File: config.mk
export PLATFORM = sky130hd
export DESIGN_NAME = cache_mem
export DESIGN_NICKNAME = d
export VERILOG_FILES = /design/src/hw/cache_cfg_pkg.sv /design/src/hw/cache_req_pkg.sv /design/src/hw/cache_way_lookup.sv /design/src/hw/cache_lru_matrix.sv /design/src/hw/cache_store.sv /design/src/hw/cache_mem.sv
export SDC_FILE = /design/constraint.sdc
export NUM_CORES = 2
export LEC_CHECK = 0
export ABC_CLOCK_PERIOD_IN_PS = 25700
export BUFFER_PORTS_ARGS = -buffer_cell sky130_fd_sc_hd__buf_4
export CAP_MARGIN = 20
export CORE_MARGIN = 5
export CORE_UTILIZATION = 30
export DETAILED_ROUTE_END_ITERATION = 8
export REMOVE_ABC_BUFFERS = 1
export SLEW_MARGIN = 20
export SYNTH_ARGS = -nofsm -noshare
export SYNTH_HDL_FRONTEND = slang
export SYNTH_SLANG_ARGS = --single-unit
File: constraint.sdc
create_clock -name clk_i -period 25.7 [get_ports clk_i]
set_input_delay 3.855 -clock clk_i [delete_from_list [all_inputs] [get_ports clk_i]]
set_output_delay 3.855 -clock clk_i [all_outputs]
set_load 0.02 [all_outputs]
File: src/hw/cache_cfg_pkg.sv
// ==================================================
// Cache geometry constants and address field types
// Four sets of four ways, one 32-bit word per way
// ==================================================

package cache_cfg_pkg;

    // ==================================================
    // Geometry
    // ==================================================

    // Request address and data word widths
    localparam int ADDR_W   = 32;
    localparam int DATA_W   = 32;

    // Sets and associativity
    localparam int NUM_SETS = 4;
    localparam int NUM_WAYS = 4;

    // Address split: tag | index | offset
    localparam int OFFSET_W = 3;
    localparam int IDX_W    = $clog2(NUM_SETS);
    localparam int TAG_W    = ADDR_W - IDX_W - OFFSET_W;

    // Way index width
    localparam int WAY_W    = $clog2(NUM_WAYS);

    // One history bit per unordered way pair
    localparam int HIST_W   = NUM_WAYS * (NUM_WAYS - 1) / 2;

    // ==================================================
    // Field types
    // ==================================================

    typedef logic [TAG_W-1:0]    tag_t;
    typedef logic [IDX_W-1:0]    idx_t;
    typedef logic [WAY_W-1:0]    way_t;
    typedef logic [DATA_W-1:0]   data_t;
    typedef logic [ADDR_W-1:0]   addr_t;

    // One bit per way, used one-hot or as a flag vector
    typedef logic [NUM_WAYS-1:0] way_mask_t;

endpackage

File: src/hw/cache_req_pkg.sv
// ==================================================
// Cache command encoding and transaction structs
// Request, response and stored entry layouts
// ==================================================

package cache_req_pkg;

    // ==================================================
    // Commands
    // ==================================================

    // Idle does nothing, fills place a block on a miss
    typedef enum logic [2:0] {
        CMD_IDLE       = 3'd0,
        CMD_LOAD       = 3'd1,
        CMD_STORE      = 3'd2,
        CMD_LOAD_FILL  = 3'd3,
        CMD_STORE_FILL = 3'd4
    } cmd_e;

    // ==================================================
    // Request and response
    // ==================================================

    // Command from the cache controller, sampled every cycle
    typedef struct packed {
        cmd_e                  cmd;
        cache_cfg_pkg::addr_t  addr;
        // Store data, also the fill block
        cache_cfg_pkg::data_t  wdata;
    } cache_req_t;

    // Same-cycle result of the command
    typedef struct packed {
        logic                  hit;
        // Hit way data, zero on a miss
        cache_cfg_pkg::data_t  rdata;
        // Victim block leaving the set
        logic                  evict;
        logic                  evict_dirty;
        cache_cfg_pkg::addr_t  evict_addr;
        cache_cfg_pkg::data_t  evict_data;
    } cache_rsp_t;

    // ==================================================
    // Stored entry
    // ==================================================

    // One way of one set
    typedef struct packed {
        logic                  valid;
        // Written since the fill, needs write-back
        logic                  dirty;
        cache_cfg_pkg::tag_t   tag;
        cache_cfg_pkg::data_t  data;
    } cache_entry_t;

endpackage

File: src/hw/cache_way_lookup.sv
// ==================================================
// Way lookup for the selected set
// Parallel tag compare and lowest empty way search
// ==================================================

`timescale 1ns/1ps

module cache_way_lookup (
    // Ways of the selected set
    input  cache_req_pkg::cache_entry_t [cache_cfg_pkg::NUM_WAYS-1:0] set_entries_i,
    // Tag of the request
    input  cache_cfg_pkg::tag_t                                         tag_i,
    // Hit result, one-hot way
    output logic                                                        hit_o,
    output cache_cfg_pkg::way_mask_t                                    hit_way_o,
    // Lowest-index invalid way, one-hot
    output logic                                                        empty_valid_o,
    output cache_cfg_pkg::way_mask_t                                    empty_way_o
);

    // ==================================================
    // Tag compare
    // ==================================================

    // Every way compares at once, only valid ways can hit
    always_comb begin
        for (int w = 0; w < cache_cfg_pkg::NUM_WAYS; w++) begin
            hit_way_o[w] = set_entries_i[w].valid && (set_entries_i[w].tag == tag_i);
        end
    end

    assign hit_o = |hit_way_o;

    // ==================================================
    // Empty way search
    // ==================================================

    // Priority pick, lowest index wins
    always_comb begin
        logic found;
        found       = 1'b0;
        empty_way_o = '0;
        for (int w = 0; w < cache_cfg_pkg::NUM_WAYS; w++) begin
            if (!set_entries_i[w].valid && !found) begin
                empty_way_o[w] = 1'b1;
                found          = 1'b1;
            end
        end
        empty_valid_o = found;
    end

    // ==================================================
    // Checks
    // ==================================================

    // Fills never place a second copy of a tag in a set,
    // so at most one way may match
    always_comb begin
        assert final ($onehot0(hit_way_o))
        else $error("Tag matches more than one way of the set");
    end

endmodule

File: src/hw/cache_lru_matrix.sv
// ==================================================
// LRU use-history matrix, one per set
// Pairwise recency bits and oldest way selection
// ==================================================

`timescale 1ns/1ps

module cache_lru_matrix (
    input  logic                      clk_i,
    input  logic                      rst_i,
    // Set of the current request
    input  cache_cfg_pkg::idx_t       idx_i,
    // Access strobe and one-hot accessed way
    input  logic                      access_i,
    input  cache_cfg_pkg::way_mask_t  access_way_i,
    // Oldest way of the selected set
    output cache_cfg_pkg::way_mask_t  victim_way_o
);

    // Bit for pair lo < hi is set when lo was used after hi
    logic [cache_cfg_pkg::NUM_SETS-1:0][cache_cfg_pkg::HIST_W-1:0] hist_q;
    logic [cache_cfg_pkg::HIST_W-1:0]                              cur_hist;
    logic [cache_cfg_pkg::HIST_W-1:0]                              hist_next;

    // Position of pair (lo, hi) in the flattened upper triangle
    function automatic int unsigned pair_idx(input cache_cfg_pkg::way_t lo,
                                             input cache_cfg_pkg::way_t hi);
        return lo * (2 * cache_cfg_pkg::NUM_WAYS - lo - 1) / 2 + (hi - lo - 1);
    endfunction

    assign cur_hist = hist_q[idx_i];

    // ==================================================
    // Victim selection
    // ==================================================

    // A way is the victim when every other way was used after it
    always_comb begin
        logic oldest;
        for (int w = 0; w < cache_cfg_pkg::NUM_WAYS; w++) begin
            oldest = 1'b1;
            for (int o = 0; o < cache_cfg_pkg::NUM_WAYS; o++) begin
                if (o < w) begin
                    // Bit clear means w came after o
                    if (!cur_hist[pair_idx(cache_cfg_pkg::way_t'(o), cache_cfg_pkg::way_t'(w))])
                        oldest = 1'b0;
                end else if (o > w) begin
                    // Bit set means w came after o
                    if (cur_hist[pair_idx(cache_cfg_pkg::way_t'(w), cache_cfg_pkg::way_t'(o))])
                        oldest = 1'b0;
                end
            end
            victim_way_o[w] = oldest;
        end
    end

    // ==================================================
    // History update
    // ==================================================

    // Accessed way becomes newer than every other way
    always_comb begin
        hist_next = cur_hist;
        for (int a = 0; a < cache_cfg_pkg::NUM_WAYS; a++) begin
            if (access_way_i[a]) begin
                for (int o = 0; o < cache_cfg_pkg::NUM_WAYS; o++) begin
                    if (a < o)
                        hist_next[pair_idx(cache_cfg_pkg::way_t'(a), cache_cfg_pkg::way_t'(o))] = 1'b1;
                    else if (a > o)
                        hist_next[pair_idx(cache_cfg_pkg::way_t'(o), cache_cfg_pkg::way_t'(a))] = 1'b0;
                end
            end
        end
    end

    // All zero after reset leaves way 0 oldest and way 3 newest
    always_ff @(posedge clk_i) begin
        if (rst_i) begin
            hist_q <= '0;
        end else if (access_i) begin
            hist_q[idx_i] <= hist_next;
        end
    end

    // The matrix must always encode a strict age order
    victim_onehot_a: assert property (@(posedge clk_i) disable iff (rst_i)
        $onehot(victim_way_o));

endmodule

File: src/hw/cache_store.sv
// ==================================================
// Cache entry array and command handling
// Way choice, entry write-back and response build
// ==================================================

`timescale 1ns/1ps

module cache_store (
    input  logic                                                        clk_i,
    input  logic                                                        rst_i,
    input  cache_req_pkg::cache_req_t                                   req_i,
    // Address fields of the request
    input  cache_cfg_pkg::tag_t                                         tag_i,
    input  cache_cfg_pkg::idx_t                                         idx_i,
    // Ways of the selected set, to the lookup
    output cache_req_pkg::cache_entry_t [cache_cfg_pkg::NUM_WAYS-1:0] set_entries_o,
    // Lookup results
    input  logic                                                        hit_i,
    input  cache_cfg_pkg::way_mask_t                                    hit_way_i,
    input  logic                                                        empty_valid_i,
    input  cache_cfg_pkg::way_mask_t                                    empty_way_i,
    // Oldest way from the LRU matrix
    input  cache_cfg_pkg::way_mask_t                                    victim_way_i,
    // Way touched by this command
    output logic                                                        access_o,
    output cache_cfg_pkg::way_mask_t                                    access_way_o,
    output cache_req_pkg::cache_rsp_t                                   rsp_o
);

    // Entry array and next value of the selected set
    cache_req_pkg::cache_entry_t [cache_cfg_pkg::NUM_SETS-1:0][cache_cfg_pkg::NUM_WAYS-1:0]
        entries_q;
    cache_req_pkg::cache_entry_t [cache_cfg_pkg::NUM_WAYS-1:0] set_next;

    cache_req_pkg::cmd_e          cmd;
    cache_req_pkg::cache_entry_t  hit_entry;
    cache_req_pkg::cache_entry_t  victim_entry;
    cache_cfg_pkg::way_mask_t     fill_way;
    logic                         is_write;
    logic                         is_fill;

    assign set_entries_o = entries_q[idx_i];
    assign cmd           = req_i.cmd;

    // ==================================================
    // Command decode
    // ==================================================

    always_comb begin
        is_write = 1'b0;
        is_fill  = 1'b0;
        unique case (cmd)
            cache_req_pkg::CMD_STORE:      is_write = 1'b1;
            cache_req_pkg::CMD_LOAD_FILL:  is_fill  = 1'b1;
            cache_req_pkg::CMD_STORE_FILL: begin
                is_write = 1'b1;
                is_fill  = 1'b1;
            end
            default: ;
        endcase
    end

    // Entries behind the one-hot hit and victim ways
    always_comb begin
        hit_entry    = '0;
        victim_entry = '0;
        for (int w = 0; w < cache_cfg_pkg::NUM_WAYS; w++) begin
            if (hit_way_i[w])    hit_entry    = set_entries_o[w];
            if (victim_way_i[w]) victim_entry = set_entries_o[w];
        end
    end

    // Miss fill goes to the lowest empty way, else the LRU way
    assign fill_way = empty_valid_i ? empty_way_i : victim_way_i;

    // ==================================================
    // Response and next set
    // ==================================================

    always_comb begin
        set_next     = set_entries_o;
        rsp_o        = '0;
        access_o     = 1'b0;
        access_way_o = '0;
        if (cmd != cache_req_pkg::CMD_IDLE && hit_i) begin
            // A hit reads out the way and stores also overwrite it and mark it dirty
            rsp_o.hit    = 1'b1;
            rsp_o.rdata  = hit_entry.data;
            access_o     = 1'b1;
            access_way_o = hit_way_i;
            for (int w = 0; w < cache_cfg_pkg::NUM_WAYS; w++) begin
                if (hit_way_i[w] && is_write) begin
                    set_next[w].data  = req_i.wdata;
                    set_next[w].dirty = 1'b1;
                end
            end
        end else if (is_fill) begin
            // A full set reports the block being replaced
            if (!empty_valid_i) begin
                rsp_o.evict       = 1'b1;
                rsp_o.evict_dirty = victim_entry.dirty;
                rsp_o.evict_data  = victim_entry.data;
                rsp_o.evict_addr  = {victim_entry.tag, idx_i,
                                     {cache_cfg_pkg::OFFSET_W{1'b0}}};
            end
            access_o     = 1'b1;
            access_way_o = fill_way;
            // Store fill lands dirty, load fill lands clean
            for (int w = 0; w < cache_cfg_pkg::NUM_WAYS; w++) begin
                if (fill_way[w]) begin
                    set_next[w].valid = 1'b1;
                    set_next[w].dirty = is_write;
                    set_next[w].tag   = tag_i;
                    set_next[w].data  = req_i.wdata;
                end
            end
        end
    end

    // Only the selected set changes, others hold
    always_ff @(posedge clk_i) begin
        if (rst_i) begin
            for (int s = 0; s < cache_cfg_pkg::NUM_SETS; s++) begin
                for (int w = 0; w < cache_cfg_pkg::NUM_WAYS; w++) begin
                    entries_q[s][w].valid <= 1'b0;
                    entries_q[s][w].dirty <= 1'b0;
                end
            end
        end else begin
            entries_q[idx_i] <= set_next;
        end
    end

    // Hit way from the lookup and victim from the LRU matrix
    // must each name exactly one way
    access_onehot_a: assert property (@(posedge clk_i) disable iff (rst_i)
        access_o |-> $onehot(access_way_o));

endmodule

File: src/hw/cache_mem.sv
// ==================================================
// Cache memory array top level
// Address split and wiring of store, lookup and LRU
// ==================================================

`timescale 1ns/1ps

module cache_mem (
    input  logic                       clk_i,
    input  logic                       rst_i,
    // One command per cycle, result in the same cycle
    input  cache_req_pkg::cache_req_t  req_i,
    output cache_req_pkg::cache_rsp_t  rsp_o
);

    // Address fields
    cache_cfg_pkg::tag_t       req_tag;
    cache_cfg_pkg::idx_t       req_idx;

    // Selected set and lookup results
    cache_req_pkg::cache_entry_t [cache_cfg_pkg::NUM_WAYS-1:0] set_entries;
    logic                      hit;
    cache_cfg_pkg::way_mask_t  hit_way;
    logic                      empty_valid;
    cache_cfg_pkg::way_mask_t  empty_way;

    // Replacement state
    cache_cfg_pkg::way_mask_t  victim_way;
    logic                      access;
    cache_cfg_pkg::way_mask_t  access_way;

    // ==================================================
    // Address split
    // ==================================================

    // Offset bits are ignored, a block is one word
    assign req_tag = req_i.addr[cache_cfg_pkg::ADDR_W-1 -: cache_cfg_pkg::TAG_W];
    assign req_idx = req_i.addr[cache_cfg_pkg::OFFSET_W +: cache_cfg_pkg::IDX_W];

    // ==================================================
    // Blocks
    // ==================================================

    cache_store u_store (
        .clk_i         (clk_i),
        .rst_i         (rst_i),
        .req_i         (req_i),
        .tag_i         (req_tag),
        .idx_i         (req_idx),
        .set_entries_o (set_entries),
        .hit_i         (hit),
        .hit_way_i     (hit_way),
        .empty_valid_i (empty_valid),
        .empty_way_i   (empty_way),
        .victim_way_i  (victim_way),
        .access_o      (access),
        .access_way_o  (access_way),
        .rsp_o         (rsp_o)
    );

    cache_way_lookup u_lookup (
        .set_entries_i (set_entries),
        .tag_i         (req_tag),
        .hit_o         (hit),
        .hit_way_o     (hit_way),
        .empty_valid_o (empty_valid),
        .empty_way_o   (empty_way)
    );

    cache_lru_matrix u_lru (
        .clk_i         (clk_i),
        .rst_i         (rst_i),
        .idx_i         (req_idx),
        .access_i      (access),
        .access_way_i  (access_way),
        .victim_way_o  (victim_way)
    );

endmodule

# Word-level counts from Yosys, hierarchy flattened
# Cells that the tools add are included.
# Widths: inputs -> output; s select.
word_totals:
  word_cells: 184
  output_inout_bits: 99
  in_bits: 69
  register_bits: 1000
classes:
  n_reduce_logical: 22
  n_eq_ne: 7
  n_mux: 85
  order_cmp: 2
op_table:
  columns: ["cell", "count"]
  rows:
  - ["$bwmux 976", 1]
  - ["$mux 244", 3]
  - ["$bmux 244 s2", 1]
  - ["$demux 244 s2", 1]
  - ["$mux 32", 12]
  - ["$mux 61", 4]
  - ["$mux 60", 4]
  - ["$mux 66", 3]
  - ["$eq 27x27->1", 4]
  - ["$mux 27", 4]
  - ["$mux 1", 40]
  - ["$mux 33", 1]
  - ["$bwmux 24", 1]
  - ["$logic_and 1x1->1", 13]
  - ["$bmux 6 s2", 1]
  - ["$demux 6 s2", 1]
  - ["$mux 4", 3]
  - ["$mux 6", 2]
  - ["$eq 3x2->1 const B", 2]
  - ["$logic_not 1->1", 5]
  - ["$mux 2", 2]
  - ["$reduce_or 2->1", 2]
  - ["$reduce_or 4->1", 1]
  - ["$eq 3x3->1 const B", 1]
  - ["other kinds (4)", 4]

# Longest topological paths before layout
depth:
  depth_word: 17
  ltp_mapped: 16
  mapped_depth_nobuf: 10

# Hierarchy
# From an unflattened synthesis, not the netlist that was laid out.
unflattened:
  hier_cells: 2898
  hier_area_um2: 46325.7
modules_own_cells:
  columns: ["module", "n_inst", "seq_area_each_um2", "cells_each", "area_each_um2"]
  rows:
  - ["cache_store", 1, 28987.8, 2602, 43759.5]
  - ["cache_way_lookup", 1, 0.0, 163, 1365.1]
  - ["cache_lru_matrix", 1, 480.5, 133, 1201.2]

# Least setup slack after synthesis
# OpenSTA, ideal clock, no wires.
synth_path:
  path_type: "input to register"
  startpoint: "in req_i[35] in the netlist's numbering"
  endpoint: "reg u_lru.hist_q[2] in the netlist's numbering"
  slack_ps: 2533
  setup_time_ps: 60
  t_required_ps: 25640
  arrival_ps: 23108
  n_path_buf: 9
  stages: 12
  cell_sequence: "buf_6 > buf_6 > buf_6 > buf_6 > buf_6 > buf_2 > buf_2 > buf_2 > buf_1 > nor3_1 > and2_1 > a22o_1"
synth_between:
  elab_chain_cells: 17
  word_cells_on_any_way: 45
  classes_between: "order compare: 2; eq/ne: 4; mux: 24; reduce/logical: 15"
synth_lines:
  columns: ["element", "line_no", "rtl"]
  rows:
  - ["from (decl)", "cache_mem.sv:12", "input cache_req_pkg::cache_req_t req_i,"]
  - ["$bmux 244 s2", "cache_store.sv:42", "assign set_entries_o = entries_q[idx_i];"]
  - ["$mux 244 (implied by the code)", "cache_store.sv:42", null]
  - ["$logic_not 1->1", "cache_way_lookup.sv:44", "if (!set_entries_i[w].valid && !found) begin"]
  - ["$logic_and 1x1->1", "cache_way_lookup.sv:44", null]
  - ["$mux 1", "cache_way_lookup.sv:44", null]
  - ["$logic_not 1->1", "cache_way_lookup.sv:44", null]
  - ["$logic_and 1x1->1", "cache_way_lookup.sv:44", null]
  - ["$mux 1", "cache_way_lookup.sv:44", null]
  - ["$logic_not 1->1", "cache_way_lookup.sv:44", null]
  - ["$logic_and 1x1->1", "cache_way_lookup.sv:44", null]
  - ["$mux 1", "cache_way_lookup.sv:44", null]
  - ["$mux 4", "cache_store.sv:74", "assign fill_way = empty_valid_i ? empty_way_i : victim_way_i;"]
  - ["$mux 4", "cache_store.sv:97", "end else if (is_fill) begin"]
  - ["$mux 4", "cache_store.sv:85", "if (cmd != cache_req_pkg::CMD_IDLE && hit_i) begin"]
  - ["$mux 3", "cache_lru_matrix.sv:65", "if (access_way_i[a]) begin"]
  - ["$mux 1", "cache_lru_matrix.sv:65", null]
  - ["$bwmux 24", "cache_lru_matrix.sv:81", "hist_q[idx_i] <= hist_next;"]
  - ["to (signal, indexed assignment)", "cache_lru_matrix.sv:81", null]
  - ["to (decl)", "cache_lru_matrix.sv:21", "logic [cache_cfg_pkg::NUM_SETS-1:0][cache_cfg_pkg::HIST_W-1:0] hist_q;"]
# Several ways; a longest one is shown, not always the timed one. The select of a mux whose other input is x is not followed.
# A chain may end at the register's enable or synchronous reset.

==> flow_summary_export.csv <==
group,metric,value,unit
die,coreArea,145000,um2
critical_path,critical-path-top-delay-family,"buffers and inverters",
final_layout,nets,2773,
synth,synth_seq_cells,1000,
final_layout,multi_input_area,13500,um2
clock_network,holdBufCountCts,0,
synth,syn_area,43800,um2
power_and_ir_drop,powerDensity,72.8,nW/um2
final_layout,final-seq-area,29500,um2
run,maxCapViolCount,0,
route,wl_per_cell,24.5,um
synth,synth_cells,2581,
synth,ys_async_sr_fraction,0,%
power_and_ir_drop,vdd_drop_max,0.0549,mV
final_layout,fillerInstances,13800,
final_layout,area_growth,15.1,%
critical_path,worstPathRequired,21.84,ns
critical_path,max_stage_delay,0.73,ns
sta,timing.slew.headroom,29.5,%
clock_network,cts_resized,0,
sta,worstMarginPinSlew,1.06,ns
critical_path,crit_slowest_cell,"nor4_1",
critical_path,arrival,10.89,ns
grt,grt_pass1_wl,167000,um
critical_path,worst_r2r_endpoint,"u_store.entries_q[206]$_DFFE_PP_",
route,totalWireLength,115000,um
synth,synth_fa_ha_area_share,0,%
sta,fin_worst_skew,0.0303,ns
clock_network,h-tree-depth,3,
critical_path,r2r_cells,14,
clock_network,cts_inserted_buffers,100,
power_and_ir_drop,p_total,3.67,mW
clock_network,clk_pin_slew,0.06,ns
min_path,whs_endpoint,"u_store.entries_q[730]$_SDFFE_PP0P_",
clock_network,clk_path_buf_depth,3,
clock_network,post-cts-setup-buffers,0,
synth,ys_types,74,
synth,synth_edf_count,944,
place,io_buffers,161,
synth,yosys_warnings,0,
critical_path,end_kind,"output pin",
route,firstDrtPassIters,5,
min_path,whs_path_depth,2,
sta,hold_viol,0,
die,std_cell_rows,140,
sta,setup_violations,0,
clock_network,cts_tree,"done",
place,post-dp-hpwl,64900,um
critical_path,path_depth,15,
status,status,"finished, final reports clean",
route,dr.first_iter.drc_count,2234,
sta,slew_viol_final,0,
clock_network,ctsRootBufferMaster,"clkbuf_16",
sta,whs,0.452,ns
die,dieWidth,392,um
final_layout,drive_gt1_share,27.4,%
route,vias_per_cell,5.17,
critical_path,worst-path-buf-inv,6,
die,die_h,392,um
critical_path,r2r_start,"u_store.entries_q[953]$_DFFE_PP_",
grt,antenna_found_initial,8,
critical_path,critPathMaxFanout,85,
critical_path,path_class,"in -> out",
synth,synth_top_family_by_area,"multiplexers",
sta,rsz0062_at_grt,"false",
synth,synth_simple_gate_area_share,3.46,%
synth,synthFlopType,"edfxtp_1",
synth,synthXorXnorAreaFrac,2.10,%
sta,finalCritPeriodShare,57.4,%
final_layout,mostFrequentLayoutCell,"edfxtp_1",
route,ant_nets,0,
grt,grt_max_degree,128,
synth,yosysSeqAreaShare,67.2,%
route,vias,24300,
clock_network,clock_latency,0.69,ns
die,fp.dieArea,154000,um2
clock_network,cts.sinks,1000,
die,start_util,30.2,%
grt,grt_usage,14.5,%
sta,setup_tns,0,ns
place,gp_congestion,0.749,
min_path,hold_path_class,"reg -> reg",
synth,synthMuxAreaShare,18.1,%
grt,grt_pass1_vias,24600,
critical_path,worstPathCellList,"buf_8 -> buf_4 -> buf_4 -> mux4_2 -> a2bb2oi_1 -> nand4_1 -> nor4_1 -> and4_2 -> buf_4 -> o41ai_4 -> and2_0 -> nand3_4 -> buf_4 -> a21oi_1 -> buf_4",
synth,synth_compound_area_share,6.81,%
grt,gr-total-overflow,0,
min_path,min_from,"u_store.entries_q[730]$_SDFFE_PP0P_",
power_and_ir_drop,power_leakage,16.1,nW
sta,fmaxAchievable,67.8,MHz
route,route.detailed.drc,0,
synth,syn_avg_cell_area,17.0,um2
sta,period_needed,14.74,ns
critical_path,path_common_cell,"buf_4",
die,io-pin-count,168,
final_layout,final_cell_mix,"edfxtp_1 (944), mux4_2 (231), buf_4 (204)",
critical_path,r2r_slack,19.61,ns
critical_path,worstSetupStartpointType,"input port",
cells by family after synthesis:
kind of cell	Yosys count
AOI/OAI and AO/OA	457
xor gates and xnor gates	105
buffers and inverters	206
DFF	1000
muxes	477
other	1
and+or+nand+nor	335
layout make-up:
type                            instances  share of cell area [%]
Sequential cell                      1000                    58.4
Clock inverter                         66                    1.57
Tap cell                             1917                    4.75
Antenna cell                            5                  0.0248
Multi-Input combinational cell       1377                    26.7
Inverter                               15                   0.112
Clock buffer                          118                    5.22
Timing Repair Buffer                  210                    3.25
state kept, by name, summed over array words and instances (netlist names):
register	count
u_store.entries_q	976
u_lru.hist_q	24
cells in the mapped netlist, types with 8 or more instances:
master	n	area (um2)
a22oi_1	106	796
xor2_1	22	193
nor3_1	8	40.0
o21ai_0	67	335
nor2_1	85	319
a221oi_1	10	87.6
o22ai_1	10	62.6
mux2_1	65	732
nand2_1	160	601
nand3b_1	9	67.6
inv_1	13	48.8
nand4_1	22	138
xnor2_1	83	727
buf_1	21	78.8
a22o_1	19	166
buf_4	31	233
nor4_1	8	50.1
buf_2	28	140
mux4_2	231	5200
dfxtp_1	56	1120
and2_1	8	50.1
mux2i_1	41	410
nand2b_1	8	50.1
clkbuf_1	98	368
mux2_2	140	1580
buf_6	11	124
o211ai_1	31	233
edfxtp_1	944	28300
a21oi_1	151	756
how the worst max path moves through the flow:
stage	slack [ns]	startpoint	to
detailed placement	10.96	req_i[36]	rsp_o[31]
global placement	10.95	req_i[36]	rsp_o[31]
global route	10.75	req_i[36]	rsp_o[31]
finish	10.96	req_i[36]	rsp_o[31]
floorplan	3.89	rst_i	u_lru.hist_q[2]$_SDFFE_PP0P_
CTS	10.93	req_i[36]	rsp_o[31]
worst min-delay path, stage by stage, from the launching register on:
cell and delay [ns]:
dfxtp_1 0.31, nand2_1 0.05, a21oi_1 0.05
power breakdown:
part           switching [mW]  internal, mW
logic                   0.169         0.107
registers              0.0113          1.86
clock network           0.619         0.903
total                   0.800          2.87
metal layers:
metal	share of wire, %	wire length [um]	track usage [%]
met1	42	48700	19.6
met2	49	56700	24.2
met3	6.0	6930	2.33
met4	2.6	2960	4.57
met5	0	0	0
stage by stage:
step | std cells | utilization (%) | area, um2 | setup slack [ns]
2_1_floorplan | 2392 | - | 42900 | 3.89
3_3_place_gp | 4519 | 32.3 | 47000 | 10.95
3_5_place_dp | 4519 | 32.3 | 47000 | 10.96
4_1_cts | 4703 | 34.7 | 50400 | 10.93
5_1_grt | 4705 | 34.7 | 50500 | 10.75
6_report | 4708 | 34.7 | 50500 | 10.96
Note: power is estimated with default switching activity, not from simulation.
